$ cat config.mk
export PLATFORM = sky130hd
export DESIGN_NAME = dga_decode
export DESIGN_NICKNAME = d
export VERILOG_FILES = /design/src/verilog/dga_pkg.sv /design/src/verilog/dga_cmd_decode.sv /design/src/verilog/dga_mem_cycle_regs.sv /design/src/verilog/dga_ctl_regs.sv /design/src/verilog/dga_cache_req.sv /design/src/verilog/dga_decode.sv
export VERILOG_INCLUDE_DIRS = /design/src /design/src/verilog
export SDC_FILE = /design/constraint.sdc
export NUM_CORES = 1
export LEC_CHECK = 0
export BUFFER_PORTS_ARGS = -buffer_cell sky130_fd_sc_hd__clkbuf_2
export CORE_MARGIN = 3
export CORE_UTILIZATION = 35
export CTS_BUF_LIST = sky130_fd_sc_hd__clkbuf_8 sky130_fd_sc_hd__clkbuf_16
export DETAILED_ROUTE_END_ITERATION = 8
export GPL_ROUTABILITY_DRIVEN = 0
export HOLD_SLACK_MARGIN = 0.02
export SYNTH_ARGS = -nofsm -noshare
export SYNTH_HDL_FRONTEND = slang
export SYNTH_SLANG_ARGS = --single-unit
$ cat constraint.sdc
create_clock -name clk2 -period 1.75 [get_ports clk2]
set_input_delay 0.4375 -clock clk2 [delete_from_list [all_inputs] [get_ports clk2]]
set_output_delay 0.4375 -clock clk2 [all_outputs]
set_load 0.05 [all_outputs]
$ cat src/verilog/dga_defs.svh
/*
 * ND120 decode gate array, clk2 side
 * Field widths and fixed control-store codes
 */
`ifndef DGA_DEFS_SVH
`define DGA_DEFS_SVH

// Control-store command field
`define DGA_CMD_W 5

// Control-store misc field
`define DGA_MIS_W 2

// Misc value shared by LDMISC, MEMRD fetch and device access
`define DGA_MIS_BOTH 2'b11

`endif

$ cat src/verilog/dga_pkg.sv
/*
 * ND120 decode gate array types
 * Command codes, decode terms and registered cycle state
 */
`include "dga_defs.svh"

package dga_pkg;

  // Named control-store commands
  // Any other code is a short-cycle candidate
  typedef enum logic [`DGA_CMD_W-1:0] {
    CMD_LDMISC = 5'h11, CMD_MEMRD  = 5'h12,
    CMD_FETCH0 = 5'h13, CMD_FETCH1 = 5'h14, CMD_FETCH2 = 5'h15,
    CMD_FETCH3 = 5'h16, CMD_FETCH4 = 5'h17,
    CMD_RDCYC0 = 5'h18, CMD_RDCYC1 = 5'h19, CMD_RDCYC2 = 5'h1C,
    CMD_WRCYC0 = 5'h1A, CMD_WRCYC1 = 5'h1B,
    CMD_WRPHYS = 5'h1D,
    CMD_RWCS   = 5'h1E,
    CMD_IORQ   = 5'h1F
  } dga_cmd_e;

  // Active-high memory-cycle decode terms
  typedef struct packed {
    logic fetch_d;
    logic dt_d;
    logic rt_d;
    logic form_d;
    logic mreq_d;
    logic write_d;
  } dga_mem_terms_t;

  // Control-cycle decode terms
  // dvacc_mem still needs the misc latch before it counts
  typedef struct packed {
    logic ldmisc_d;
    logic short_d;
    logic rwcs_d;
    logic iorq_d;
    logic dvacc_d;
    logic dvacc_mem;
  } dga_ctl_terms_t;

  // Registered state seen by the cache request logic
  typedef struct packed {
    logic mem_cycle;
    logic write;
    logic iorq;
  } dga_cycle_t;

endpackage

$ cat src/verilog/dga_cmd_decode.sv
/*
 * Command decoder
 * Turns cscomm, csmis and lcs_n into memory and control decode terms
 */
`timescale 1ns/1ps
`include "dga_defs.svh"

module dga_cmd_decode (
  input  logic [`DGA_CMD_W-1:0]  cscomm,
  input  logic [`DGA_MIS_W-1:0]  csmis,
  input  logic                   lcs_n,
  input  logic                   poni,
  output dga_pkg::dga_mem_terms_t mem_terms,
  output dga_pkg::dga_ctl_terms_t ctl_terms
);

  dga_pkg::dga_cmd_e cmd;
  logic              mis_both;

  assign cmd      = dga_pkg::dga_cmd_e'(cscomm);
  assign mis_both = (csmis == `DGA_MIS_BOTH);

  always_comb begin
    mem_terms = '0;
    ctl_terms = '0;
    // Nothing decodes while the control store is deselected
    if (lcs_n) begin
      case (cmd)
        dga_pkg::CMD_LDMISC: begin
          ctl_terms.ldmisc_d = mis_both;
          ctl_terms.short_d  = |csmis;
        end
        dga_pkg::CMD_MEMRD: begin
          // Misc field picks fetch, read or form variant
          mem_terms.rt_d    = mis_both | ~csmis[1];
          mem_terms.fetch_d = mis_both;
          mem_terms.dt_d    = ~csmis[1];
          mem_terms.form_d  = csmis[1];
          mem_terms.mreq_d  = 1'b1;
        end
        dga_pkg::CMD_FETCH0, dga_pkg::CMD_FETCH1, dga_pkg::CMD_FETCH2,
        dga_pkg::CMD_FETCH3, dga_pkg::CMD_FETCH4: begin
          mem_terms.rt_d    = 1'b1;
          mem_terms.fetch_d = 1'b1;
          mem_terms.form_d  = 1'b1;
          mem_terms.mreq_d  = 1'b1;
        end
        dga_pkg::CMD_RDCYC0, dga_pkg::CMD_RDCYC1, dga_pkg::CMD_RDCYC2: begin
          mem_terms.rt_d   = 1'b1;
          mem_terms.dt_d   = 1'b1;
          mem_terms.mreq_d = 1'b1;
          // 0x1C doubles as a device access
          ctl_terms.dvacc_mem = mis_both && (cmd == dga_pkg::CMD_RDCYC2);
        end
        dga_pkg::CMD_WRCYC0, dga_pkg::CMD_WRCYC1, dga_pkg::CMD_WRPHYS: begin
          mem_terms.dt_d    = 1'b1;
          mem_terms.mreq_d  = 1'b1;
          mem_terms.write_d = 1'b1;
          ctl_terms.dvacc_mem = mis_both && (cmd == dga_pkg::CMD_WRPHYS);
        end
        dga_pkg::CMD_RWCS: ctl_terms.rwcs_d = (csmis == 2'b01);
        dga_pkg::CMD_IORQ: ctl_terms.iorq_d = csmis[1];
        default: begin
          // Short-cycle group among the unnamed codes
          casez (cscomm)
            5'b000??, 5'b011??: ctl_terms.short_d = 1'b1;
            5'b00100, 5'b10000: ctl_terms.short_d = 1'b1;
            5'b0011?:           ctl_terms.short_d = csmis[0];
            default:            ctl_terms.short_d = 1'b0;
          endcase
        end
      endcase
      ctl_terms.dvacc_d = ctl_terms.iorq_d | poni;
    end
  end

endmodule

$ cat src/verilog/dga_mem_cycle_regs.sv
/*
 * Memory-cycle register bank
 * Registers the memory decode terms with the gate array output polarities
 */
`timescale 1ns/1ps

module dga_mem_cycle_regs (
  input  logic                    clk2,
  input  logic                    rst_n,
  input  dga_pkg::dga_mem_terms_t mem_terms,
  output logic                    fetch,
  output logic                    form_n,
  output logic                    mreq,
  output logic                    write,
  output logic                    dt_n,
  output logic                    rt_n,
  output logic [1:0]              mem_state
);

  dga_pkg::dga_mem_terms_t mem_q;

  always_ff @(posedge clk2 or negedge rst_n) begin
    if (!rst_n) begin
      mem_q <= '0;
    end else begin
      mem_q <= mem_terms;
    end
  end

  // Output polarities of the gate array pins
  assign fetch  = mem_q.fetch_d;
  assign form_n = ~mem_q.form_d;
  assign mreq   = ~mem_q.mreq_d;
  assign write  = mem_q.write_d;
  assign dt_n   = ~mem_q.dt_d;
  assign rt_n   = ~mem_q.rt_d;

  // Read timing flop doubles as the memory-cycle state
  assign mem_state = {mem_q.rt_d, mem_q.write_d};

  // Every write cycle also drives data transfer
  a_write_has_dt: assert property (
    @(posedge clk2) disable iff (!rst_n) write |-> !dt_n
  );

endmodule

$ cat src/verilog/dga_ctl_regs.sv
/*
 * Control-cycle registers
 * Short, rwcs and iorq strobes, misc latch from idbi2 and device access
 */
`timescale 1ns/1ps

module dga_ctl_regs (
  input  logic                    clk2,
  input  logic                    rst_n,
  input  dga_pkg::dga_ctl_terms_t ctl_terms,
  input  logic                    idbi2,
  output logic                    short_n,
  output logic                    rwcs_n,
  output logic                    iorq_n,
  output logic                    dvacc_n,
  output logic                    iorq_active
);

  logic misc_q;
  logic dvacc;

  // Memory-type device access is masked while the misc bit is set
  assign dvacc = ctl_terms.dvacc_d | (ctl_terms.dvacc_mem & ~misc_q);

  always_ff @(posedge clk2 or negedge rst_n) begin
    if (!rst_n) begin
      short_n <= 1'b1;
      rwcs_n  <= 1'b1;
      iorq_n  <= 1'b1;
      dvacc_n <= 1'b1;
    end else begin
      short_n <= ~ctl_terms.short_d;
      rwcs_n  <= ~ctl_terms.rwcs_d;
      iorq_n  <= ~ctl_terms.iorq_d;
      dvacc_n <= ~dvacc;
    end
  end

  // Misc latch loads with the LDMISC command and holds otherwise
  always_ff @(posedge clk2 or negedge rst_n) begin
    if (!rst_n) begin
      misc_q <= 1'b0;
    end else if (ctl_terms.ldmisc_d) begin
      misc_q <= idbi2;
    end
  end

  assign iorq_active = ~iorq_n;

  // Control store and IO cycles exclude each other
  a_rwcs_iorq_excl: assert property (
    @(posedge clk2) disable iff (!rst_n) !(!rwcs_n && !iorq_n)
  );

  a_short_no_iorq: assert property (
    @(posedge clk2) disable iff (!rst_n) !short_n |-> iorq_n
  );

endmodule

$ cat src/verilog/dga_cache_req.sv
/*
 * Cache request and stop logic
 * Combines registered cycle state with live bus inputs
 */
`timescale 1ns/1ps

module dga_cache_req (
  input  dga_pkg::dga_cycle_t cycle,
  input  logic                hit_n,
  input  logic                brk_n,
  input  logic                eorf_n,
  input  logic                lshadow,
  input  logic                dap_n,
  output logic                ecreq,
  output logic                stoc_n,
  output logic                estof_n
);

  logic bus_ready;

  // No break, no shadow access and the bus already granted
  assign bus_ready = brk_n & ~lshadow & ~eorf_n;

  assign ecreq = (cycle.mem_cycle & hit_n & bus_ready) |
                 (cycle.write & bus_ready) |
                 (cycle.iorq & ~eorf_n);

  assign stoc_n = ~((cycle.mem_cycle & ~lshadow) | (cycle.iorq & ~dap_n));

  // Plain AND gate that stays low while idle
  assign estof_n = lshadow & cycle.mem_cycle;

endmodule

$ cat src/verilog/dga_decode.sv
/*
 * ND120 decode gate array, clk2 side
 * Command decode, memory and control strobes, cache request logic
 */
`timescale 1ns/1ps
`include "dga_defs.svh"

module dga_decode (
  input  logic                  clk2,
  input  logic                  rst_n,
  input  logic [`DGA_CMD_W-1:0] cscomm,
  input  logic [`DGA_MIS_W-1:0] csmis,
  input  logic                  lcs_n,
  input  logic                  poni,
  input  logic                  idbi2,
  input  logic                  hit_n,
  input  logic                  brk_n,
  input  logic                  eorf_n,
  input  logic                  lshadow,
  input  logic                  dap_n,
  output logic                  fetch,
  output logic                  form_n,
  output logic                  mreq,
  output logic                  write,
  output logic                  dt_n,
  output logic                  rt_n,
  output logic                  short_n,
  output logic                  rwcs_n,
  output logic                  iorq_n,
  output logic                  dvacc_n,
  output logic                  ecreq,
  output logic                  stoc_n,
  output logic                  estof_n
);

  dga_pkg::dga_mem_terms_t mem_terms;
  dga_pkg::dga_ctl_terms_t ctl_terms;
  dga_pkg::dga_cycle_t     cycle;
  logic [1:0]              mem_state;
  logic                    iorq_active;

  dga_cmd_decode u_cmd_decode (
    .cscomm    (cscomm),
    .csmis     (csmis),
    .lcs_n     (lcs_n),
    .poni      (poni),
    .mem_terms (mem_terms),
    .ctl_terms (ctl_terms)
  );

  dga_mem_cycle_regs u_mem_regs (
    .clk2      (clk2),
    .rst_n     (rst_n),
    .mem_terms (mem_terms),
    .fetch     (fetch),
    .form_n    (form_n),
    .mreq      (mreq),
    .write     (write),
    .dt_n      (dt_n),
    .rt_n      (rt_n),
    .mem_state (mem_state)
  );

  dga_ctl_regs u_ctl_regs (
    .clk2        (clk2),
    .rst_n       (rst_n),
    .ctl_terms   (ctl_terms),
    .idbi2       (idbi2),
    .short_n     (short_n),
    .rwcs_n      (rwcs_n),
    .iorq_n      (iorq_n),
    .dvacc_n     (dvacc_n),
    .iorq_active (iorq_active)
  );

  // mem_cycle and write come from the memory bank and iorq from the control bank
  assign cycle = {mem_state, iorq_active};

  dga_cache_req u_cache_req (
    .cycle   (cycle),
    .hit_n   (hit_n),
    .brk_n   (brk_n),
    .eorf_n  (eorf_n),
    .lshadow (lshadow),
    .dap_n   (dap_n),
    .ecreq   (ecreq),
    .stoc_n  (stoc_n),
    .estof_n (estof_n)
  );

endmodule

==> metrics.txt, run 1 <==
status completed; Post-synth EDFFs 0; Worst Path Max Fanout 3; Mapped Area 639.4 um2; Async SR Flop Fraction 100.0%; post_cts resized 0; RSZ-0062 raised after global routing false; root buf cell clkbuf_8; clock-pin transition on the worst setup and hold timing paths 50 ps; Top-Level Pins 30; Worst Reg-to-Reg Cells 3; core region area 1612 um2; final worst path period share 95.34%; initial antenna violation count 0; syn nets 80; final WL 1331 um; mean post-synth cell area 10.15 um2; # DRC 0; clk_skew 0.1683 ps; synth warn 0; Post CTS Setup Buffer Count 0; diodes inserted 0; clock sinks 11; CTS tree done; area grow syn2layout 31.31%; row count 14; crit path time final 1668 ps; die area 2376 um2; Max Clock Freq 599.4 MHz; global-route usage over all layers 12.47%; Post-synth top cells dfrtp_1, inv_1, a211oi_1, dfstp_2, o21ai_0; grt total ovfl 0; Die W 48.74 um; Fin. Hold Viols 0; dpl cells 113; Die Span Y 48.74 um; Post-Synthesis Cells 63; Setup crit end kind output pin; Slew headroom 81.31%; HP Class in -> async; setup TNS 0 ps; share of cells above drive strength 1 51.61%; CTS buffer count 3; multi-input logic area 305.3 um2; pin count of the biggest net entering global routing 13; Worst EP arrival 1230 ps; top post-synthesis cells by area dfrtp_1, dfstp_2, a211oi_1; routed vias/inst 4.838; PortBufs 29; htree depth 1; area share of the largest cell type after synthesis 27.40%; Pleak 0.4252 nW; Max Cap Violations 0; register area 280.3 um2; Routed wire per std cell 11.38 um; final setup violation count 0; Yosys top cell by area dfrtp_1; #FFs+latches synth 11; fill cell count 163; Initial Util 39.67%; Pre-antenna DRT Iters 2; pwr/cell area 767.4 nW/um2; fin cells 117; Slew Viols, Final 0; CP Data Required Time 1310 ps; worst-margin pin slew 281.5 ps; Crit Path Class reg -> out; Routed Antenna Nets 0; sequential area share after synthesis 43.84%; Worst VDD drop 0.3015 mV; Via Count 566; Post-CTS Hold Fix Bufs 0; Main synth FF type dfrtp_1; CTS max path bufs 2; clock latency on the worst-skew pair 230 ps; first-iteration detailed-routing DRC count 8; Synth cell types 34; detailed placement HPWL 1073 um; Finished Core Util 52.10%; nets@finish 111; Worst setup SP type flop; vias in the first global route 531; first-pass GRT wire length 2297 um
==> final timing paths <==
check	start	end	slack, ps
setup / recovery	u_mem_regs.mem_state[1]	ecreq	80
setup reg to reg	u_ctl_regs.misc_q	u_ctl_regs.dvacc_n	800
hold reg to reg	u_ctl_regs.misc_q	u_ctl_regs.misc_q	530
max in group asynchronous	rst_n	u_ctl_regs.iorq_n	1430
hold / removal	rst_n	u_mem_regs.mem_q[2]	60
min in group clk2	lcs_n	u_ctl_regs.short_n	440
==> kinds of logic after synthesis <==
group | Yosys count | synth area share, %
and+or+nand+nor | 22 | 23.68
AOI/OAI and AO/OA | 18 | 20.55
DFF | 11 | 43.84
buffers and inverters | 11 | 9.589
muxes | 1 | 2.348
==> report_power, final <==
group	leakage (nW)	switching, mW	internal, mW
Clock	0.0269	0.0838	0.153
Combinational	0.261	0.0910	0.0439
Sequential	0.137	0.00447	0.268
==> layout by cell type (no fill, tap or decap), types with 2 or more instances in the layout <==
master    count
a211oi_1      4
a21oi_2       2
and3_2        2
clkbuf_2     28
clkbuf_8      3
dfrtp_1       7
dfstp_2       4
inv_1         8
nand2_1       3
nor2_1        3
o21ai_0       4
==> layer usage <==
metal | vias up | GRT usage, % | wire length (um)
met4 | 0 | 9.953 | 46
met2 | 29 | 18.10 | 575
met1 | 243 | 16.18 | 595
met5 | - | 0 | 0
li1 | 289 | - | -
met3 | 5 | 2.147 | 113
==> flip-flops by register name, indices dropped and copies added (netlist names) <==
signal                count
u_mem_regs.mem_q          3
u_ctl_regs.dvacc_n        1
u_ctl_regs.iorq_n         1
u_ctl_regs.misc_q         1
u_ctl_regs.rwcs_n         1
u_ctl_regs.short_n        1
u_mem_regs.fetch          1
u_mem_regs.mem_state      1
u_mem_regs.write          1
==> critical path: stages (launching register included) <==
cell and delay (ps):
dfrtp_1 380, a21o_1 130, nand3_1 90, a21oi_2 130
buf_2 260
==> stage by stage <==
stage | power [mW] | cell area [um2] | hold WS, ps | setup slack [ps]
after floorplan | 0.3685 | 646.9 | 141.9 | 4.382
after global placement | 0.4099 | 794.5 | 313.5 | 208.3
after detailed placement | 0.4120 | 794.5 | 314.1 | 190.5
after CTS | 0.6529 | 839.6 | 65.90 | 48.33
after global routing | 0.6812 | 839.6 | 78.33 | 16.07
final | 0.6443 | 839.6 | 61.30 | 81.54
==> area by class of cell <==
class | count | area share, %
clock buffer | 3 | 4.918
timing repair buffer | 30 | 18.18
multi-input combinational | 41 | 36.36
sequential | 11 | 33.38
inverter | 7 | 3.130
clock inverter | 1 | 0.4471
tap | 24 | 3.577
Note: power is estimated with default switching activity, not from simulation.
==> run 2: changes to the inputs <==
- CORE_ASPECT_RATIO: not set -> 0.8
- PLACE_DENSITY_LB_ADDON: not set -> 0.08
==> metrics.txt, run 2 (synthesis results as in run 1) <==
status completed; Finished Core Util 50.11%; first-pass GRT wire length 2442 um; vias in the first global route 502; Via Count 576; Routed wire per std cell 12.42 um; Top delay family on crit path flip-flops; clock-pin transition on the worst setup and hold timing paths 50 ps; final WL 1428 um; nets@finish 111; Pleak 0.4245 nW; met1 usage 20.75%; clock latency on the worst-skew pair 240 ps; Worst setup SP type flop; global-route usage over all layers 14.31%; Post CTS Setup Buffer Count 0; most frequent cells in the layout clkbuf_2, inv_1, dfrtp_1; first-iteration detailed-routing DRC count 4; die area 2379 um2; Most flops, register u_mem_regs.mem_q; root buf cell clkbuf_8; Final Power 0.6521 mW; CP max stage cell dfstp_2; Finished Cell Area 839.6 um2; critical-path cell list nor2_1 > a21oi_2 > clkbuf_2; crit path time final 1647 ps; Worst EP arrival 1210 ps; grt total ovfl 0; setup TNS 0 ps; Initial Util 38.16%; Top-Level Pins 30; multi-input logic area 305.3 um2; Hold WS 60.60 ps; pwr/cell area 776.7 nW/um2; Placed Area 792.0 um2; worst-margin pin slew 289.1 ps; Die Span Y 44.23 um; RSZ-0062 raised after global routing false; CTS max path bufs 2; CTS tree done; clock sinks 11; CTS buffer count 3; Fin. Hold Viols 0; Pre-antenna DRT Iters 4; max FFs per register 3; PortBufs 29; Slew Viols, Final 0; diodes inserted 0; HP Class in -> async; Slew headroom 80.72%; CP Data Required Time 1310 ps; row count 13; Setup crit end kind output pin; Critical Path Max Stage Delay 550 ps; Worst Path Max Fanout 3; register area 280.3 um2; share of cells above drive strength 1 51.61%; clk_skew 0.03525 ps; met3 Resource Use GR 4.040%; routed vias/inst 5.009; area grow syn2layout 31.31%; final worst path period share 94.14%; # DRC 0; final setup violation count 0; Max Clock Freq 607.0 MHz; Die W 53.79 um; detailed placement HPWL 1104 um; initial antenna violation count 0; core region area 1675 um2; Worst VDD drop 0.4243 mV; fill cell count 163; htree depth 1; Routed Antenna Nets 0; pin count of the biggest net entering global routing 13; most common cell after layout, fill and taps aside clkbuf_2; most used routing layer met1; Crit Path Class reg -> out; Worst Path Buf+Inv 1; global routing usage on met2 19.57%; Max Cap Violations 0
## run 2: changes by cell type in the layout (fill, tap and decap cells not counted), sizes merged
cell	previous run	this run
clkbuf	31	32
buf	2	1
## run 2: cell type report
type | instances | share of cell area (%)
multi-input combinational | 41 | 36.36
sequential | 11 | 33.38
timing repair buffer | 30 | 18.48
clock buffer | 3 | 4.918
tap | 22 | 3.279
inverter | 7 | 3.130
clock inverter | 1 | 0.4471
## run 2: repair_timing
item / in CTS / in global routing
gates resized for setup: 0 / 2
hold buffers: 0 / 0
endpoints found under the setup margin: 0 / 1
hold endpoints to repair: 0 / 0
## run 2: through the flow
step / instances / worst slack, ps
after floorplan: 63 / 4.382
after global placement: 111 / 199.8
after detailed placement: 111 / 175.7
after CTS: 115 / 64.61
after global routing: 115 / 14.40
final: 115 / 102.5
## run 2: power by group
group / leakage, nW / switching [mW] / total (mW) / internal (mW)
clock: 0.0269 / 0.0901 / 0.244 / 0.154
combinational: 0.261 / 0.0921 / 0.136 / 0.0440
sequential: 0.137 / 0.00432 / 0.272 / 0.268
total: 0.424 / 0.186 / 0.652 / 0.466
## run 2: worst paths after layout
check / from / end / slack, ps / cells past startpoint
min in group clk2: lcs_n / u_ctl_regs.short_n / 410 / 2
max in group asynchronous: rst_n / u_ctl_regs.rwcs_n / 1410 / 1
hold reg to reg: u_ctl_regs.misc_q / u_ctl_regs.misc_q / 530 / 1
setup / recovery: u_ctl_regs.iorq_n / stoc_n / 100 / 3
hold / removal: rst_n / u_mem_regs.write / 60 / 1
setup reg to reg: u_ctl_regs.misc_q / u_ctl_regs.dvacc_n / 810 / 3
## run 2: metal layers
layer,vias up,share of wire [%]
met5,-,0
met4,0,1.1
met3,2,7.7
met2,29,46
met1,258,45
li1,287,-
## run 2: worst reg2reg max path: stages (launching register included)
cell      delay, ps
dfrtp_1         360
nor3b_1          60
a41o_2          260
a21boi_0        190
